### src/include/f2_defines.svh
`ifndef F2_DEFINES_SVH
`define F2_DEFINES_SVH

////////////////////////////////////////////////////////////////////////////
// Bus widths

// 68000 word address, A23..A1
`define F2_ADDR_W 23

`define F2_DATA_W 16

// SDRAM byte address
`define F2_SDR_ADDR_W 27

////////////////////////////////////////////////////////////////////////////
// Memory map

// CPU address zero in SDRAM, ROM and work RAM follow on linearly
`define F2_CPU_ROM_SDR_BASE 27'h040_0000

////////////////////////////////////////////////////////////////////////////
// Interrupt levels

`define F2_IRQ_VBL 3'd5 // Vertical blank
`define F2_IRQ_DMA 3'd6 // Object DMA done

`endif

### src/design/f2_pkg.sv
`default_nettype none

`include "f2_defines.svh"

package f2_pkg;

    // Byte address, A0 always zero
    typedef logic [`F2_ADDR_W:0] word_addr_t;

    typedef logic [`F2_DATA_W-1:0] cpu_data_t;

    // All selects active low
    typedef struct packed {
        logic rom_n;
        logic work_n;
        logic screen_n;
        logic object_n;
        logic color_n;
        logic io_n;
        logic sound_n;
    } chip_sel_t;

    typedef logic [2:0] irq_level_t;

endpackage

`default_nettype wire

### src/design/cpu_bus_if.sv
`default_nettype none

`include "f2_defines.svh"

interface cpu_bus_if;

    logic [`F2_ADDR_W-1:0] addr;
    logic [1:0]            ds_n;  // Upper, lower
    logic                  rw;    // 1 - read
    logic [2:0]            fc;
    f2_pkg::cpu_data_t     dout;  // CPU write data

    modport decode (input addr, ds_n);

    modport sdram (input addr, ds_n, rw, dout);

    modport irq (input addr, ds_n, fc);

endinterface

`default_nettype wire

### src/design/f2_addr_decode.sv
`default_nettype none

module f2_addr_decode (
    cpu_bus_if.decode              bus,

    input  wire f2_pkg::cpu_data_t scn_dout,
    input  wire f2_pkg::cpu_data_t obj_dout,
    input  wire f2_pkg::cpu_data_t color_dout,
    input  wire [7:0]              io_dout,
    input  wire [3:0]              sound_dout,
    input  wire f2_pkg::cpu_data_t sdr_q,

    output f2_pkg::chip_sel_t      sel,
    output f2_pkg::cpu_data_t      cpu_din
);

    f2_pkg::word_addr_t word_addr;
    logic               bus_active;

    assign word_addr  = {bus.addr, 1'b0};
    assign bus_active = ~&bus.ds_n; // Either strobe low

    ////////////////////////////////////////////////////////////////////////////
    // Chip selects

    always_comb begin
        sel = '1;

        if (bus_active) begin
            case (word_addr[23:20])
                4'h0: sel.rom_n    = 1'b0;
                4'h1: sel.work_n   = 1'b0;
                4'h2: sel.color_n  = 1'b0;
                4'h8: sel.screen_n = 1'b0;
                4'h9: sel.object_n = 1'b0;
                4'h3: begin
                    // Only 30xxxx and 32xxxx are populated
                    if (word_addr[19:16] == 4'h0) begin
                        sel.io_n = 1'b0;
                    end else if (word_addr[19:16] == 4'h2) begin
                        sel.sound_n = 1'b0;
                    end
                end
                default: begin
                    sel = '1;
                end
            endcase
        end
    end

    ////////////////////////////////////////////////////////////////////////////
    // Read data

    always_comb begin
        if (~sel.rom_n || ~sel.work_n) begin
            cpu_din = sdr_q;
        end else if (~sel.screen_n) begin
            cpu_din = scn_dout;
        end else if (~sel.object_n) begin
            cpu_din = obj_dout;
        end else if (~sel.color_n) begin
            cpu_din = color_dout;
        end else if (~sel.io_n) begin
            cpu_din = {8'd0, io_dout};
        end else if (~sel.sound_n) begin
            cpu_din = {4'd0, sound_dout, 8'd0}; // Sound comms on D11..D8
        end else begin
            cpu_din = '0;
        end
    end

endmodule

`default_nettype wire

### src/design/f2_cpu_bus.sv
`default_nettype none

`include "f2_defines.svh"

module f2_cpu_bus (
    input  wire                        clk,
    input  wire                        reset,

    // 68000 bus
    input  wire [`F2_ADDR_W-1:0]       cpu_addr,
    input  wire [1:0]                  cpu_ds_n,
    input  wire                        cpu_rw,
    input  wire [2:0]                  cpu_fc,
    input  wire f2_pkg::cpu_data_t     cpu_dout,
    output f2_pkg::cpu_data_t          cpu_din,
    output logic                       cpu_dtack_n,
    output logic [2:0]                 cpu_ipl_n,
    output logic                       cpu_vpa_n,

    // Peripherals
    input  wire f2_pkg::cpu_data_t     scn_dout,
    input  wire f2_pkg::cpu_data_t     obj_dout,
    input  wire f2_pkg::cpu_data_t     color_dout,
    input  wire [7:0]                  io_dout,
    input  wire [3:0]                  sound_dout,
    input  wire                        scn_dtack_n,
    input  wire                        color_dtack_n,
    input  wire                        obj_busy,
    output logic                       scn_cs_n,
    output logic                       obj_cs_n,
    output logic                       color_cs_n,
    output logic                       io_cs_n,
    output logic                       sound_cs_n,

    input  wire                        vblank_n,
    input  wire                        dma_n,

    // SDRAM CPU port
    output logic [`F2_SDR_ADDR_W-1:0]  sdr_addr,
    output f2_pkg::cpu_data_t          sdr_data,
    output logic [1:0]                 sdr_be,
    output logic                       sdr_rw,
    output logic                       sdr_req,
    input  wire f2_pkg::cpu_data_t     sdr_q,
    input  wire                        sdr_ack
);

    f2_pkg::chip_sel_t sel;

    cpu_bus_if bus ();

    assign bus.addr = cpu_addr;
    assign bus.ds_n = cpu_ds_n;
    assign bus.rw   = cpu_rw;
    assign bus.fc   = cpu_fc;
    assign bus.dout = cpu_dout;

    ////////////////////////////////////////////////////////////////////////////
    // Decode

    f2_addr_decode u_decode (
        .bus        (bus.decode),
        .scn_dout   (scn_dout),
        .obj_dout   (obj_dout),
        .color_dout (color_dout),
        .io_dout    (io_dout),
        .sound_dout (sound_dout),
        .sdr_q      (sdr_q),
        .sel        (sel),
        .cpu_din    (cpu_din)
    );

    assign scn_cs_n   = sel.screen_n;
    assign obj_cs_n   = sel.object_n;
    assign color_cs_n = sel.color_n;
    assign io_cs_n    = sel.io_n;
    assign sound_cs_n = sel.sound_n;

    ////////////////////////////////////////////////////////////////////////////
    // ROM / work RAM and DTACK

    f2_sdram_port u_sdram (
        .clk           (clk),
        .reset         (reset),
        .bus           (bus.sdram),
        .sel           (sel),
        .sdr_addr      (sdr_addr),
        .sdr_data      (sdr_data),
        .sdr_be        (sdr_be),
        .sdr_rw        (sdr_rw),
        .sdr_req       (sdr_req),
        .sdr_ack       (sdr_ack),
        .scn_dtack_n   (scn_dtack_n),
        .color_dtack_n (color_dtack_n),
        .obj_busy      (obj_busy),
        .cpu_dtack_n   (cpu_dtack_n)
    );

    ////////////////////////////////////////////////////////////////////////////
    // Interrupts

    f2_irq_ctrl u_irq (
        .clk       (clk),
        .reset     (reset),
        .bus       (bus.irq),
        .vblank_n  (vblank_n),
        .dma_n     (dma_n),
        .cpu_ipl_n (cpu_ipl_n),
        .cpu_vpa_n (cpu_vpa_n)
    );

endmodule

`default_nettype wire

### src/design/f2_irq_ctrl.sv
`default_nettype none

`include "f2_defines.svh"

module f2_irq_ctrl (
    input  wire        clk,
    input  wire        reset,

    cpu_bus_if.irq     bus,

    input  wire        vblank_n,
    input  wire        dma_n,

    output logic [2:0] cpu_ipl_n,
    output logic       cpu_vpa_n
);

    logic               vbl_prev;
    logic               dma_prev;
    logic               vbl_pend;
    logic               dma_pend;
    logic               iack;
    logic               vbl_clr;
    logic               dma_clr;
    f2_pkg::irq_level_t level;

    // FC = 7 is an interrupt acknowledge
    assign iack = &bus.fc;

    assign vbl_clr = iack & ~bus.ds_n[0] & (bus.addr[2:0] == `F2_IRQ_VBL);
    assign dma_clr = iack & ~bus.ds_n[0] & (bus.addr[2:0] == `F2_IRQ_DMA);

    always_ff @(posedge clk) begin
        vbl_prev <= vblank_n;
        dma_prev <= dma_n;

        if (reset) begin
            vbl_pend <= 1'b0;
            dma_pend <= 1'b0;
        end else begin
            if (vbl_prev & ~vblank_n) begin
                vbl_pend <= 1'b1;   // Falling edge of blank
            end
            if (~dma_prev & dma_n) begin
                dma_pend <= 1'b1;   // DMA finished
            end

            // Acknowledge wins over a new edge
            if (vbl_clr) begin
                vbl_pend <= 1'b0;
            end
            if (dma_clr) begin
                dma_pend <= 1'b0;
            end
        end
    end

    assign level = dma_pend ? `F2_IRQ_DMA :
                   vbl_pend ? `F2_IRQ_VBL :
                   3'd0;

    assign cpu_ipl_n = ~level;
    assign cpu_vpa_n = ~(iack & ~&bus.ds_n); // Autovector every acknowledge

endmodule

`default_nettype wire

### src/design/f2_sdram_port.sv
`default_nettype none

`include "f2_defines.svh"

module f2_sdram_port (
    input  wire                        clk,
    input  wire                        reset,

    cpu_bus_if.sdram                   bus,
    input  wire f2_pkg::chip_sel_t     sel,

    output logic [`F2_SDR_ADDR_W-1:0]  sdr_addr,
    output f2_pkg::cpu_data_t          sdr_data,
    output logic [1:0]                 sdr_be,
    output logic                       sdr_rw,   // 1 - read
    output logic                       sdr_req,
    input  wire                        sdr_ack,

    input  wire                        scn_dtack_n,
    input  wire                        color_dtack_n,
    input  wire                        obj_busy,
    output logic                       cpu_dtack_n
);

    f2_pkg::word_addr_t word_addr;
    logic               prev_idle;  // Strobes were both high last cycle
    logic               mem_sel;
    logic               sdr_start;
    logic               sdr_busy;
    logic               obj_stall;

    assign word_addr = {bus.addr, 1'b0};
    assign mem_sel   = ~sel.rom_n | ~sel.work_n;

    // First cycle of a ROM / work RAM access
    assign sdr_start = mem_sel & prev_idle;

    ////////////////////////////////////////////////////////////////////////////
    // Request toggle

    always_ff @(posedge clk) begin
        if (reset) begin
            prev_idle <= 1'b1;
            sdr_req   <= 1'b0;
        end else begin
            prev_idle <= &bus.ds_n;
            if (sdr_start) begin
                sdr_req <= ~sdr_req;
            end
        end
    end

    // Held for as long as the request is outstanding
    always_ff @(posedge clk) begin
        if (sdr_start) begin
            sdr_addr <= `F2_CPU_ROM_SDR_BASE + `F2_SDR_ADDR_W'(word_addr);
            sdr_data <= bus.dout;
            sdr_be   <= ~bus.ds_n;
            sdr_rw   <= bus.rw;
        end
    end

    ////////////////////////////////////////////////////////////////////////////
    // DTACK

    // The start cycle counts as outstanding, the toggle lands on the next edge
    assign sdr_busy  = sdr_start | (sdr_req != sdr_ack);
    assign obj_stall = obj_busy & ~sel.object_n;   // Object chip owns its RAM

    assign cpu_dtack_n = sdr_busy | scn_dtack_n | color_dtack_n | obj_stall;

endmodule

`default_nettype wire

### config.mk
export PLATFORM = sky130hd
export DESIGN_NAME = f2_cpu_bus
export DESIGN_NICKNAME = d
export VERILOG_FILES = /design/src/design/f2_pkg.sv /design/src/design/cpu_bus_if.sv /design/src/design/f2_addr_decode.sv /design/src/design/f2_cpu_bus.sv /design/src/design/f2_irq_ctrl.sv /design/src/design/f2_sdram_port.sv
export VERILOG_INCLUDE_DIRS = /design/src /design/src/include
export SDC_FILE = /design/constraint.sdc
export NUM_CORES = 1
export LEC_CHECK = 0
export BUFFER_PORTS_ARGS = -buffer_cell sky130_fd_sc_hd__buf_2
export CORE_ASPECT_RATIO = 0.8
export CORE_UTILIZATION = 35
export CTS_CLUSTER_DIAMETER = 30
export DETAILED_ROUTE_END_ITERATION = 10
export PLACE_DENSITY = 0.75
export SYNTH_ARGS = -nofsm -noshare
export SYNTH_HDL_FRONTEND = slang
export SYNTH_SLANG_ARGS = --single-unit
### constraint.sdc
create_clock -name clk -period 5.6 [get_ports clk]
set_input_delay 0.28 -clock clk [delete_from_list [all_inputs] [get_ports clk]]
set_output_delay 0.28 -clock clk [all_outputs]
set_load 0.02 [all_outputs]
==> results.tsv <==
stage	metric	value	unit
status	status	finished clean	
synthesis	yosysTopAreaCellShare	55.78	%
place	hpwl	5499	um
setup_path	worstSetupEndpoint	cpu_din[9]	
sta	slew_violations	0	
power_and_ir_drop	p_leak	1.566	nW
setup_path	worstPathRequired	5.32	ns
cts	postCtsSetupBuffers	0	
layout	final_nets	521	
detailed_routing	wl	6809	um
synthesis	synth_top_cell_by_area	edfxtp_1	
detailed_routing	first_pass_iters	4	
setup_path	r2r-end	u_sdram.sdr_data[4]	
detailed_routing	drc	0	
synthesis	syn_inst	194	
cts	clkLatencyLatePin	0.29	ns
cts	cts_tree	built	
sta	max_freq	383.5	MHz
synthesis	synth_edf_count	43	
synthesis	syn-cell-area	2315	um^2
synthesis	synthArstFlopShare	0	%
cts	cts_sinks	49	
floorplanning	fp-row-count	26	
synthesis	synth-seq-cells	49	
sta	final.min_clock_period	2.608	ns
setup_path	startpoint	cpu_addr[21]	
setup_path	critPathLaunchType	input pin	
sta	max_slew_margin	41.91	%
setup_path	reg2regPathDepth	2	
layout	diodes	0	
global_routing	grt.overflow.total	0	
detailed_routing	ant_nets	0	
detailed_routing	post_drt_wl_per_cell	14.36	um
place	gp_congestion	0.7324	
global_routing	antenna_found_initial	0	
global_routing	grt_usage	17.49	%
setup_path	endpoint_kind	output port	
setup_path	r2r_setup_slack	4.07	ns
synthesis	ys_types	31	
global_routing	grt_pass1_wl	9335	um
detailed_routing	drt_iter0_drc	96	
power_and_ir_drop	peakVddDrop	0.1041	mV
layout	drive_gt1_share	54.10	%
sta	setup_viol	0	
floorplanning	die_y	74.74	um
synthesis	synth_common_cells	43 x edfxtp_1, 16 x o21ai_0, 15 x a21oi_1, 15 x inv_1	
min_path	hold_path_class	input pin to flip-flop	
setup_path	worstPathArrival	2.33	ns
power_and_ir_drop	power.density	213.3	nW/um^2
setup_path	crit_type	input pin to output port	
global_routing	grt_max_degree	44	
setup_path	critPathMaxFanout	20	
cts	cts_resized	0	
floorplanning	start_util	36.30	%
detailed_routing	vias	2372	
setup_path	timing.rr.start	u_sdram.prev_idle	
sta	rsz0062_at_grt	false	
cts	clockBufferDepth	2	
synthesis	yosysMostFrequentCell	edfxtp_1	
synthesis	postSynthAreaPerCell	11.93	um^2
place	port_buffers	198	
floorplanning	die_w	92.92	um
floorplanning	ios	202	
synthesis	synth_area_leaders	edfxtp_1 56%, dfxtp_1 5.2%, a221oi_1 4.5%	
sta	setup_tns	0	ns
cts	cts_htree_levels	2	
synthesis	ys_seq_area_share	60.97	%
floorplanning	coreArea	6376	um^2
cts	cts_buffers	5	
sta	hold_violations	0	
cts	cts_root_buf	clkbuf_8	
cts	hold_buffers	0	
floorplanning	dieArea	6945	um^2
sta	fin_hold_ws	0.1028	ns
layout	area_growth	48.97	%
sta	finClkSkew	0.003297	ns
cts	clkTransAtPathRegs	0.08	ns
sta	period_share	46.57	%
global_routing	grt_pass1_vias	1897	
detailed_routing	viasPerCell	5.004	
sta	worstMarginPinSlew	0.8701	ns
synthesis	yosys_most_used_dff	edfxtp_1	
run	maxCapViolCount	0	
synthesis	synth_warnings	0	
==> worst min path at each step <==
| stage | startpoint | to | slack [ns] | cells after the start |
|---|---|---|---|---|
| 3_3_place_gp | vblank_n | u_irq.vbl_prev | 0.40 | 1 |
| 4_1_cts | vblank_n | u_irq.vbl_prev | 0.09 | 1 |
| 6_report | vblank_n | u_irq.vbl_prev | 0.10 | 1 |
| 2_1_floorplan | dma_n | u_irq.dma_prev | 0.31 | 0 |
| 5_1_grt | dma_n | u_irq.dma_prev | 0.08 | 1 |
| 3_5_place_dp | vblank_n | u_irq.vbl_prev | 0.40 | 1 |
==> flip-flops by register name (all words and copies together) (netlist names) <==
| signal | flops |
|---|---|
| u_sdram.sdr_addr | 24 |
| u_sdram.sdr_data | 16 |
| u_sdram.sdr_be | 2 |
| u_irq.dma_pend | 1 |
| u_irq.dma_prev | 1 |
| u_irq.vbl_pend | 1 |
| u_irq.vbl_prev | 1 |
| u_sdram.prev_idle | 1 |
| u_sdram.sdr_req | 1 |
| u_sdram.sdr_rw | 1 |
==> worst max-delay path: stages <==
cell and delay, ns:
buf_2 0.11, inv_1 0.10, ha_1 0.24, a21boi_0 0.34
and2_1 0.69, a22oi_1 0.19, o31ai_1 0.14, buf_2 0.23
==> where the power goes <==
part	total (mW)	internal [mW]	switching [mW]
clock network	0.198	0.0890	0.109
logic	0.129	0.0572	0.0715
registers	0.409	0.406	0.00261
==> area by class of cell <==
cell class,count,area (um^2)
clock buffers,6,72.57
well taps,84,105.1
fillers,605,2928
flip-flops and latches,49,1411
repair buffers,199,998.5
multi-input cells,119,790.8
clock inverters,2,13.76
inverters,15,56.30
==> kinds of logic after synthesis <==
logic type / count (synthesis) / synth area share, %
other cells: 1 / 0.1620
xor+xnor: 2 / 0.7569
buf+inv: 28 / 5.189
simple gates: 36 / 9.513
compound gates: 75 / 21.78
fa+ha+maj: 3 / 1.622
flops: 49 / 60.97
==> cell usage in the layout (no fill, tap or decap) <==
cell type | Yosys | final
inv_6 | 0 | 1
o21a_1 | 8 | 8
conb_1 | 1 | 3
and2_1 | 3 | 3
a311oi_1 | 2 | 2
clkbuf_1 | 7 | 1
or4b_4 | 1 | 1
nand2b_1 | 2 | 2
o31ai_1 | 4 | 4
dfxtp_1 | 6 | 6
inv_1 | 15 | 14
buf_2 | 3 | 198
clkbuf_8 | 0 | 5
o21ai_0 | 16 | 16
buf_4 | 3 | 1
ha_1 | 3 | 3
a21boi_0 | 1 | 1
a21o_1 | 4 | 4
nor2_1 | 7 | 7
or2_2 | 1 | 1
a21oi_1 | 15 | 15
a22oi_1 | 12 | 12
nand3_1 | 10 | 10
nor4_4 | 1 | 1
nor4b_4 | 1 | 1
a221oi_1 | 12 | 12
nand2_1 | 6 | 6
inv_2 | 0 | 1
clkinv_2 | 0 | 1
and3_1 | 2 | 2
edfxtp_1 | 43 | 43
nor3b_1 | 1 | 1
a2111oi_0 | 1 | 1
nor3_1 | 1 | 1
xor2_1 | 2 | 2
==> through the flow <==
stage	setup WS, ns	instance area (um^2)	cells	utilization [%]	total power [mW]
after floorplan	3.374	2322	196	-	0.4771
after global placement	3.141	3362	466	52.73	0.5442
after detailed placement	3.054	3362	466	52.73	0.5462
after CTS	3.051	3448	474	54.08	0.7467
after global routing	2.859	3448	474	54.08	0.7729
final	2.992	3448	474	54.08	0.7355
==> per-layer routing <==
metal	up-vias	wire [um]	part of all wire [%]	global-route usage, %
li1	1129	-	-	-
met3	12	705	10	5.152
met5	-	0	0	0
met4	0	93	1.4	3.932
met1	1081	2883	42	26.22
met2	150	3126	46	24.92
Power figures use the tool's default switching activity.
